--- config.mk ---
export PLATFORM = sky130hd
export DESIGN_NAME = mips_cpu
export DESIGN_NICKNAME = d
export VERILOG_FILES = /design/src/verilog/mips_pkg.sv /design/src/verilog/pipe_reg.sv /design/src/verilog/fetch_unit.sv /design/src/verilog/decoder.sv /design/src/verilog/register_file.sv /design/src/verilog/forwarding_unit.sv /design/src/verilog/alu.sv /design/src/verilog/mips_cpu.sv
export VERILOG_INCLUDE_DIRS = /design/src /design/src/verilog
export SDC_FILE = /design/constraint.sdc
export NUM_CORES = 2
export LEC_CHECK = 0
export BUFFER_PORTS_ARGS = -buffer_cell sky130_fd_sc_hd__buf_2
export CAP_MARGIN = 30
export CELL_PAD_IN_SITES_DETAIL_PLACEMENT = 2
export CELL_PAD_IN_SITES_GLOBAL_PLACEMENT = 2
export CORE_MARGIN = 1
export CORE_UTILIZATION = 40
export DETAILED_ROUTE_END_ITERATION = 8
export PLACE_DENSITY_LB_ADDON = 0.1
export SLEW_MARGIN = 20
export SYNTH_ARGS = -nofsm -noshare
export SYNTH_HDL_FRONTEND = slang
export SYNTH_SLANG_ARGS = --single-unit
--- constraint.sdc ---
create_clock -name clk -period 7 [get_ports clk]
set_input_delay 0.7 -clock clk [delete_from_list [all_inputs] [get_ports clk]]
set_output_delay 0.7 -clock clk [all_outputs]
set_load 0.005 [all_outputs]
--- src/verilog/mips_cfg.svh ---
`ifndef MIPS_CFG_SVH
`define MIPS_CFG_SVH

`define MIPS_DATA_WIDTH      32
`define MIPS_ADDR_WIDTH      16
`define MIPS_REG_ADDR_WIDTH  5
`define MIPS_RESET_PC        16'h0000

// opcode field, inst[31:26]
`define MIPS_OP_RTYPE  6'h00
`define MIPS_OP_J      6'h02
`define MIPS_OP_BEQ    6'h04
`define MIPS_OP_BNE    6'h05
`define MIPS_OP_ADDIU  6'h09
`define MIPS_OP_ANDI   6'h0c
`define MIPS_OP_ORI    6'h0d
`define MIPS_OP_LUI    6'h0f

// funct field, inst[5:0]
`define MIPS_FN_ADDU   6'h21
`define MIPS_FN_SUBU   6'h23
`define MIPS_FN_AND    6'h24
`define MIPS_FN_OR     6'h25
`define MIPS_FN_XOR    6'h26
`define MIPS_FN_SLT    6'h2a

`endif

--- src/verilog/mips_pkg.sv ---
`include "mips_cfg.svh"

package mips_pkg;

    ////////////////////////////////////////////////////////////
    // alu operations
    ////////////////////////////////////////////////////////////

    typedef enum logic [3:0] {
        ALU_ADD = 4'd0,
        ALU_SUB = 4'd1,
        ALU_AND = 4'd2,
        ALU_OR  = 4'd3,
        ALU_XOR = 4'd4,
        ALU_SLT = 4'd5,  // signed compare
        ALU_LUI = 4'd6,  // b into upper half
        ALU_EQ  = 4'd7,  // beq outcome
        ALU_NE  = 4'd8   // bne outcome
    } alu_op_t;

    ////////////////////////////////////////////////////////////
    // stage payloads
    ////////////////////////////////////////////////////////////

    // fetch to decode
    typedef struct packed {
        logic [`MIPS_ADDR_WIDTH-1:0] pc;
        logic [`MIPS_DATA_WIDTH-1:0] inst;
    } fetch_t;

    // decode to execute, operands already forwarded
    typedef struct packed {
        logic [`MIPS_ADDR_WIDTH-1:0]     pc;
        alu_op_t                         alu_op;
        logic [`MIPS_DATA_WIDTH-1:0]     op_a;
        logic [`MIPS_DATA_WIDTH-1:0]     op_b;    // rt or immediate
        logic [`MIPS_REG_ADDR_WIDTH-1:0] rd;
        logic                            wb_reg;
        logic                            branch;
        logic                            jump;
        logic [`MIPS_ADDR_WIDTH-1:0]     target;
    } dec_t;

    // register write, also the retire port
    typedef struct packed {
        logic                            valid;
        logic [`MIPS_REG_ADDR_WIDTH-1:0] addr;
        logic [`MIPS_DATA_WIDTH-1:0]     data;
    } wb_t;

endpackage

--- src/verilog/pipe_reg.sv ---
module pipe_reg #(
    parameter type payload_t = logic
)(
    input  logic     clk,
    input  logic     rst_n,
    input  logic     stall,
    input  logic     flush,
    input  logic     valid_in,
    input  payload_t data_in,
    output logic     valid_out,
    output payload_t data_out
);

    always_ff @(posedge clk or negedge rst_n)
    begin
        if (!rst_n)
            valid_out <= 1'b0;
        else if (!stall)
            valid_out <= flush ? 1'b0 : valid_in; // flush leaves a bubble
    end

    always_ff @(posedge clk)
    begin
        if (!stall)
            data_out <= data_in;
    end

endmodule

--- src/verilog/fetch_unit.sv ---
`include "mips_cfg.svh"

module fetch_unit (
    input  logic                        clk,
    input  logic                        rst_n,
    input  logic                        stall,
    input  logic                        redirect,
    input  logic [`MIPS_ADDR_WIDTH-1:0] target,
    output logic [`MIPS_ADDR_WIDTH-1:0] pc
);

    always_ff @(posedge clk or negedge rst_n)
    begin
        if (!rst_n)
        begin
            pc <= `MIPS_RESET_PC;
        end
        else if (redirect)
        begin
            pc <= target; // taken branch or j from execute
        end
        else if (!stall)
        begin
            pc <= pc + `MIPS_ADDR_WIDTH'(4);
        end
    end

endmodule

--- src/verilog/decoder.sv ---
`include "mips_cfg.svh"

module decoder (
    input  logic [`MIPS_DATA_WIDTH-1:0]     inst,
    input  logic [`MIPS_ADDR_WIDTH-1:0]     pc,
    output logic [`MIPS_REG_ADDR_WIDTH-1:0] rs,
    output logic [`MIPS_REG_ADDR_WIDTH-1:0] rt,
    output logic                            rs_used,
    output logic                            rt_used,
    output mips_pkg::alu_op_t               alu_op,
    output logic                            use_imm,
    output logic [`MIPS_DATA_WIDTH-1:0]     imm,
    output logic [`MIPS_REG_ADDR_WIDTH-1:0] rd,
    output logic                            wb_reg,
    output logic                            branch,
    output logic                            jump,
    output logic [`MIPS_ADDR_WIDTH-1:0]     target
);

    logic [5:0]                  opcode;
    logic [5:0]                  funct;
    logic [15:0]                 imm16;
    logic [`MIPS_DATA_WIDTH-1:0] imm_sext;
    logic [`MIPS_DATA_WIDTH-1:0] imm_zext;
    logic [`MIPS_ADDR_WIDTH-1:0] br_target;
    logic [`MIPS_ADDR_WIDTH-1:0] j_target;

    assign opcode   = inst[31:26];
    assign funct    = inst[5:0];
    assign imm16    = inst[15:0];
    assign rs       = inst[25:21];
    assign rt       = inst[20:16];
    assign imm_sext = {{16{imm16[15]}}, imm16};
    assign imm_zext = {16'h0000, imm16};

    // pc+4 plus word offset, upper bits fall off the address width
    assign br_target = pc + `MIPS_ADDR_WIDTH'(4)
                     + `MIPS_ADDR_WIDTH'({imm_sext[`MIPS_ADDR_WIDTH-3:0], 2'b00});
    assign j_target  = {inst[`MIPS_ADDR_WIDTH-3:0], 2'b00};

    always_comb
    begin
        rs_used = 1'b0;
        rt_used = 1'b0;
        alu_op  = mips_pkg::ALU_ADD;
        use_imm = 1'b1;
        imm     = imm_sext;
        rd      = rt;        // I-type default
        wb_reg  = 1'b0;
        branch  = 1'b0;
        jump    = 1'b0;
        target  = br_target;

        case (opcode)
            `MIPS_OP_RTYPE:
            begin
                rd      = inst[15:11];
                use_imm = 1'b0;
                rs_used = 1'b1;
                rt_used = 1'b1;
                wb_reg  = 1'b1;
                case (funct)
                    `MIPS_FN_ADDU: alu_op = mips_pkg::ALU_ADD;
                    `MIPS_FN_SUBU: alu_op = mips_pkg::ALU_SUB;
                    `MIPS_FN_AND:  alu_op = mips_pkg::ALU_AND;
                    `MIPS_FN_OR:   alu_op = mips_pkg::ALU_OR;
                    `MIPS_FN_XOR:  alu_op = mips_pkg::ALU_XOR;
                    `MIPS_FN_SLT:  alu_op = mips_pkg::ALU_SLT;
                    default:       wb_reg = 1'b0; // unknown funct, no-op
                endcase
            end
            `MIPS_OP_ADDIU:
            begin
                rs_used = 1'b1;
                wb_reg  = 1'b1;
            end
            `MIPS_OP_ANDI, `MIPS_OP_ORI:
            begin
                alu_op  = (opcode == `MIPS_OP_ANDI) ? mips_pkg::ALU_AND : mips_pkg::ALU_OR;
                imm     = imm_zext;
                rs_used = 1'b1;
                wb_reg  = 1'b1;
            end
            `MIPS_OP_LUI:
            begin
                alu_op = mips_pkg::ALU_LUI;
                imm    = imm_zext;
                wb_reg = 1'b1;
            end
            `MIPS_OP_BEQ, `MIPS_OP_BNE:
            begin
                alu_op  = (opcode == `MIPS_OP_BEQ) ? mips_pkg::ALU_EQ : mips_pkg::ALU_NE;
                use_imm = 1'b0;
                rs_used = 1'b1;
                rt_used = 1'b1;
                branch  = 1'b1;
            end
            `MIPS_OP_J:
            begin
                jump   = 1'b1;
                target = j_target;
            end
            default: ; // no-op
        endcase
    end

endmodule

--- src/verilog/register_file.sv ---
`include "mips_cfg.svh"

module register_file (
    input  logic                            clk,
    input  logic                            rst_n,
    input  logic [`MIPS_REG_ADDR_WIDTH-1:0] rs,
    input  logic [`MIPS_REG_ADDR_WIDTH-1:0] rt,
    output logic [`MIPS_DATA_WIDTH-1:0]     rs_data,
    output logic [`MIPS_DATA_WIDTH-1:0]     rt_data,
    input  mips_pkg::wb_t                   wb
);

    localparam int NUM_REGS = 1 << `MIPS_REG_ADDR_WIDTH;

    logic [`MIPS_DATA_WIDTH-1:0] regs [NUM_REGS];

    always_ff @(posedge clk or negedge rst_n)
    begin
        if (!rst_n)
        begin
            for (int i = 0; i < NUM_REGS; i++)
                regs[i] <= '0;
        end
        else if (wb.valid)
        begin
            regs[wb.addr] <= wb.data;
        end
    end

    // r0 hardwired
    assign rs_data = (rs == '0) ? '0 : regs[rs];
    assign rt_data = (rt == '0) ? '0 : regs[rt];

endmodule

--- src/verilog/forwarding_unit.sv ---
`include "mips_cfg.svh"

module forwarding_unit (
    input  logic [`MIPS_REG_ADDR_WIDTH-1:0] rs,
    input  logic [`MIPS_REG_ADDR_WIDTH-1:0] rt,
    input  logic                            rs_used,
    input  logic                            rt_used,
    input  logic [`MIPS_DATA_WIDTH-1:0]     rs_data,
    input  logic [`MIPS_DATA_WIDTH-1:0]     rt_data,
    input  mips_pkg::wb_t                   ex_result,
    input  mips_pkg::wb_t                   wb,
    output logic [`MIPS_DATA_WIDTH-1:0]     op_a,
    output logic [`MIPS_DATA_WIDTH-1:0]     op_b
);

    // newest producer wins, execute before writeback
    function automatic logic [`MIPS_DATA_WIDTH-1:0] select_src(
        input logic [`MIPS_REG_ADDR_WIDTH-1:0] src,
        input logic                            used,
        input logic [`MIPS_DATA_WIDTH-1:0]     rf_val,
        input mips_pkg::wb_t                   ex_w,
        input mips_pkg::wb_t                   wb_w
    );
        if (!used || src == '0)
            return rf_val;
        if (ex_w.valid && ex_w.addr == src)
            return ex_w.data;
        if (wb_w.valid && wb_w.addr == src)
            return wb_w.data;
        return rf_val;
    endfunction

    assign op_a = select_src(rs, rs_used, rs_data, ex_result, wb);
    assign op_b = select_src(rt, rt_used, rt_data, ex_result, wb);

endmodule

--- src/verilog/alu.sv ---
`include "mips_cfg.svh"

module alu (
    input  mips_pkg::alu_op_t           op,
    input  logic [`MIPS_DATA_WIDTH-1:0] a,
    input  logic [`MIPS_DATA_WIDTH-1:0] b,
    output logic [`MIPS_DATA_WIDTH-1:0] result,
    output logic                        taken
);

    localparam int HALF = `MIPS_DATA_WIDTH / 2;

    logic equal;

    assign equal = (a == b);

    always_comb
    begin
        result = '0;
        taken  = 1'b0;
        case (op)
            mips_pkg::ALU_ADD: result = a + b;
            mips_pkg::ALU_SUB: result = a - b;
            mips_pkg::ALU_AND: result = a & b;
            mips_pkg::ALU_OR:  result = a | b;
            mips_pkg::ALU_XOR: result = a ^ b;
            mips_pkg::ALU_SLT:
            begin
                result = {{(`MIPS_DATA_WIDTH-1){1'b0}}, $signed(a) < $signed(b)};
            end
            mips_pkg::ALU_LUI:
            begin
                result = {b[HALF-1:0], {HALF{1'b0}}};
            end
            // branch compares give no result
            mips_pkg::ALU_EQ: taken = equal;
            mips_pkg::ALU_NE: taken = !equal;
            default: ;
        endcase
    end

endmodule

--- src/verilog/mips_cpu.sv ---
`include "mips_cfg.svh"

module mips_cpu (
    input  logic                        clk,
    input  logic                        rst_n,
    input  logic                        run,
    output logic [`MIPS_ADDR_WIDTH-1:0] imem_addr,
    input  logic [`MIPS_DATA_WIDTH-1:0] imem_data,
    output mips_pkg::wb_t               wb
);

    logic stall;
    logic redirect;

    // fetch2dec
    mips_pkg::fetch_t fetch_in;
    mips_pkg::fetch_t dec_q;
    logic             dec_valid;

    // decode
    logic [`MIPS_REG_ADDR_WIDTH-1:0] rs;
    logic [`MIPS_REG_ADDR_WIDTH-1:0] rt;
    logic [`MIPS_REG_ADDR_WIDTH-1:0] rd;
    logic                            rs_used;
    logic                            rt_used;
    logic                            use_imm;
    logic                            wb_reg;
    logic                            branch;
    logic                            jump;
    mips_pkg::alu_op_t               alu_op;
    logic [`MIPS_DATA_WIDTH-1:0]     imm;
    logic [`MIPS_DATA_WIDTH-1:0]     rs_data;
    logic [`MIPS_DATA_WIDTH-1:0]     rt_data;
    logic [`MIPS_DATA_WIDTH-1:0]     fwd_a;
    logic [`MIPS_DATA_WIDTH-1:0]     fwd_b;
    logic [`MIPS_ADDR_WIDTH-1:0]     target;
    mips_pkg::dec_t                  dec_out;

    // dec2exec
    mips_pkg::dec_t              ex_q;
    logic                        ex_valid;
    logic [`MIPS_DATA_WIDTH-1:0] alu_result;
    logic                        alu_taken;
    mips_pkg::wb_t               ex_result;

    // exec2wb
    mips_pkg::wb_t wb_q;
    logic          wb_valid;

    ////////////////////////////////////////////////////////////
    // control
    ////////////////////////////////////////////////////////////

    assign stall    = !run;  // outside holds the whole core
    assign redirect = ex_valid && ((ex_q.branch && alu_taken) || ex_q.jump);

    ////////////////////////////////////////////////////////////
    // fetch
    ////////////////////////////////////////////////////////////

    fetch_unit fetch (.clk(clk), .rst_n(rst_n), .stall(stall), .redirect(redirect),
                      .target(ex_q.target), .pc(imem_addr));

    assign fetch_in = '{pc: imem_addr, inst: imem_data};

    pipe_reg #(.payload_t(mips_pkg::fetch_t)) pfd (
        .clk(clk), .rst_n(rst_n), .stall(stall), .flush(redirect),
        .valid_in(1'b1), .data_in(fetch_in), .valid_out(dec_valid), .data_out(dec_q));

    ////////////////////////////////////////////////////////////
    // decode
    ////////////////////////////////////////////////////////////

    decoder decode (.inst(dec_q.inst), .pc(dec_q.pc), .rs(rs), .rt(rt), .rs_used(rs_used),
                    .rt_used(rt_used), .alu_op(alu_op), .use_imm(use_imm), .imm(imm), .rd(rd),
                    .wb_reg(wb_reg), .branch(branch), .jump(jump), .target(target));

    register_file regfile (.clk(clk), .rst_n(rst_n), .rs(rs), .rt(rt),
                           .rs_data(rs_data), .rt_data(rt_data), .wb(wb));

    forwarding_unit forward (.rs(rs), .rt(rt), .rs_used(rs_used), .rt_used(rt_used),
                             .rs_data(rs_data), .rt_data(rt_data), .ex_result(ex_result),
                             .wb(wb), .op_a(fwd_a), .op_b(fwd_b));

    assign dec_out = '{pc: dec_q.pc, alu_op: alu_op, op_a: fwd_a,
                       op_b: use_imm ? imm : fwd_b, rd: rd, wb_reg: wb_reg,
                       branch: branch, jump: jump, target: target};

    pipe_reg #(.payload_t(mips_pkg::dec_t)) pde (
        .clk(clk), .rst_n(rst_n), .stall(stall), .flush(redirect),
        .valid_in(dec_valid), .data_in(dec_out), .valid_out(ex_valid), .data_out(ex_q));

    ////////////////////////////////////////////////////////////
    // execute
    ////////////////////////////////////////////////////////////

    alu alu_i (.op(ex_q.alu_op), .a(ex_q.op_a), .b(ex_q.op_b),
               .result(alu_result), .taken(alu_taken));

    // r0 targets never leave execute
    assign ex_result = '{valid: ex_valid && ex_q.wb_reg && (ex_q.rd != '0),
                         addr: ex_q.rd, data: alu_result};

    pipe_reg #(.payload_t(mips_pkg::wb_t)) pew (
        .clk(clk), .rst_n(rst_n), .stall(stall), .flush(1'b0),
        .valid_in(ex_result.valid), .data_in(ex_result), .valid_out(wb_valid), .data_out(wb_q));

    // writeback, held back while stalled
    assign wb = '{valid: wb_valid && run, addr: wb_q.addr, data: wb_q.data};

endmodule

==> summary.md <==
| Metric | Value |
|---|---|
| Number of synthesized flops with an enable pin | 177 |
| Status | complete, no violations |
| DRC violations left | 0 |
| Average wire per standard cell | 35.26 um |
| DR vias | 45,864 |
| Critical path fanouts, max | 5 |
| Max Root-Sink Buffers | 3 |
| CP max-delay cell | o21ai_1 |
| Crit end category | flop |
| Syn_nets | 5,056 |
| Routed Antenna Nets | 0 |
| Post-layout util | 45.13% |
| Cts repair resizes | 0 |
| Worst Skew | 29.88 ps |
| GRT Total Usage | 29.60% |
| Hold WC Path Type | in -> reg |
| LEAKAGE | 34.17 nW |
| CP cell instances | inv_1, ha_1, a21oi_1, o21ai_1, a2111oi_0, or3_1, nor2_1, a211oi_1, o221ai_1, nor3_1, nor4_1 |
| #FFs+latches synth | 1,220 |
| Mean Syn Cell Area | 14.19 um2 |
| Synth Instances | 4,884 |
| Core Area | 0.1719 mm2 |
| Largest net degree at the start of global routing | 172 |
| Setup Viol. Count Final | 0 |
| GRT overflow | 0 |
| H-tree Lvls | 4 |
| Vias in the first global route | 49,444 |
| PwrDens | 255.2 mW/mm2 |
| Slew @ Worst Pin | 1076 ps |
| Antenna violations before repair | 8 |
| Total CTS buffers | 149 |
| CP startpoint kind | flop |
| Minimum clock period | 4312 ps |
| Clock Tree Root | clkbuf_16 |
| Initial core utilization | 40.32% |
| Fin. max-slew vios | 0 |
| DP HPWL | 159,500 um |
| Sink Count | 1,220 |
| Fin crit share | 61.60% |
| DR pass1 iterations | 5 |
| Synth async-reset ratio | 85.49% |
| Cell Area, Synth | 0.06932 mm2 |
| Worst Path Required | 7510 ps |
| Detailed Route WL | 255,800 um |
| CP Class | reg -> reg |
| Share of cells above drive strength 1 | 45.09% |
| Drt first-iter violations | 3,684 |
| RePlAce Congestion | 0.8582 |
| Max Clk Rate | 0.2319 GHz |
| I/O pin count | 89 |
| Clk_lat worst skew | 820 ps |
| Rel. slew slack | 28.28% |
| Max stage delay on crit path | 590 ps |
| RSZ-0062 raised after global routing | no |
| Die width | 418.3 um |
| Maxcap violations | 0 |
| Final-layout worst hold slack | 81.74 ps |
| First-pass GRT wire length | 373,900 um |
| PortBufs | 88 |
| Ys Warns | 0 |
| Hold Fails Final Rpt | 0 |
| Synth unique cells | 95 |
| P&R area growth vs syn | 11.93% |
| Die height | 418.3 um |
| Rows | 152 |
| CTS tree | yes |
| Worst vdd ir | 210.5 uV |
| Vias per Instance | 6.323 |
| Clk pin slew, worst setup/hold paths | 60 ps |
| Ys flop type | dfrtp_1 |
| Sequential share of the synthesized area | 45.32% |
| Setup TNS | 0 ps |
| Area of the die | 0.1750 mm2 |
| WP data arrival | 4830 ps |
| Layout Nets | 4,996 |
| R2r setup slk | 2690 ps |
-- synthesized netlist by cell type, types with 58 or more instances --
library cell | n | area [um2]
dfrtp_1 | 1043 | 26100
mux2_2 | 1027 | 11560
mux4_2 | 640 | 14410
clkbuf_1 | 266 | 998.5
a21oi_1 | 187 | 935.9
nand2_1 | 180 | 675.7
edfxtp_1 | 177 | 5315
nor2_1 | 173 | 649.4
ha_1 | 134 | 1677
inv_1 | 126 | 473.0
o21ai_0 | 123 | 615.6
buf_2 | 91 | 455.4
mux2i_1 | 61 | 610.6
buf_1 | 58 | 217.7
-- routing by layer --
layer	up-vias	part of all wire, %	global-route usage, %	routed length [um]
met4	0	3.4	9.654	8665
met3	393	4.3	3.789	11020
li1	18723	-	-	-
met1	25598	46	42.83	117400
met5	-	0	0	0
met2	1150	46	46.16	118700
-- worst max-delay path, delay by kind of cell, from the launching register on --
kind	cells	cell delay (ps)
AOI/OAI and AO/OA	5	1690
and+or+nand+nor	4	1330
DFF	1	480
adders and majority gates	1	430
buffers and inverters	1	100
-- where the power goes --
| part | internal (W) | switching [W] | total (W) |
|---|---|---|---|
| Clock | 0.00465 | 0.00330 | 0.00795 |
| Combinational | 0.00152 | 0.00195 | 0.00347 |
| Sequential | 0.00786 | 0.000519 | 0.00838 |
| Total | 0.0140 | 0.00577 | 0.0198 |
-- cell usage in the layout, fill, tap and decap left out, types with 21 or more instances in the layout --
master     netlist  final
dfrtp_1       1043   1043
mux2_2        1027   1027
mux4_2         640    640
a21oi_1        187    186
edfxtp_1       177    177
nand2_1        180    168
nor2_1         173    157
clkbuf_16        0    154
ha_1           134    134
inv_1          126    126
o21ai_0        123    122
buf_4           17    110
buf_2           91     87
mux2i_1         61     61
nor3_1          39     38
nand3_1         39     38
clkbuf_1       266     35
clkbuf_8         0     31
xor2_1          30     30
a221oi_1        28     28
a221o_1         26     26
clkinv_2         0     26
buf_12           0     26
a211oi_1        21     21
o211ai_1        21     21
-- stage by stage --
step | area [um2] | worst slack (ps) | total power, W | instances
after CTS | 77580 | 2792 | 0.02001 | 7251
after detailed placement | 72560 | 2770 | 0.01196 | 6980
after global placement | 72190 | 2594 | 0.01184 | 6963
after floorplan | 69320 | 3920 | 0.01058 | 4884
after global routing | 77590 | 2573 | 0.02055 | 7253
final | 77590 | 2688 | 0.01980 | 7254
-- what timing repair did --
item                                   4_1_cts  5_1_grt
setup buffers                                0        0
endpoints found under the hold margin       72        0
hold buffers                                 1        0
-- area by class of cell --
type	count	area, um2
Clock inverter	50	589.3
Tap cell	2310	2890
Inverter	128	480.5
Antenna cell	1	2.502
Sequential cell	1220	31420
Clock buffer	220	4412
Timing Repair Buffer	237	2067
Multi-Input combinational cell	3088	35740
Fill cell	16367	94330
-- kinds of logic after synthesis --
logic type | after synthesis | synth area share [%]
AOI/OAI and AO/OA | 587 | 5.637
adders and majority gates | 137 | 2.505
muxes | 1728 | 38.36
DFF | 1220 | 45.32
and+or+nand+nor | 587 | 4.018
xor gates and xnor gates | 49 | 0.6191
buffers and inverters | 576 | 3.548
-- final timing paths --
check / startpoint / endpoint / cells past startpoint
max in group asynchronous: rst_n / regfile.regs[413] / 3
hold / removal: imem_data[10] / pfd.data_out[10] / 1
min in group asynchronous: rst_n / regfile.regs[664] / 2
setup reg to reg: pde.data_out[25] / pde.data_out[63] / 11
hold reg to reg: fetch.pc[1] / pfd.data_out[33] / 0
setup / recovery: pde.data_out[25] / pde.data_out[63] / 11
-- state kept, by name (all words and copies together), names as in the netlist --
name	flops
regfile.regs	1024
pde.data_out	92
pfd.data_out	48
pew.data_out	37
fetch.pc	16
pde.valid_out	1
pew.valid_out	1
pfd.valid_out	1
(Power assumes the default switching activity.)
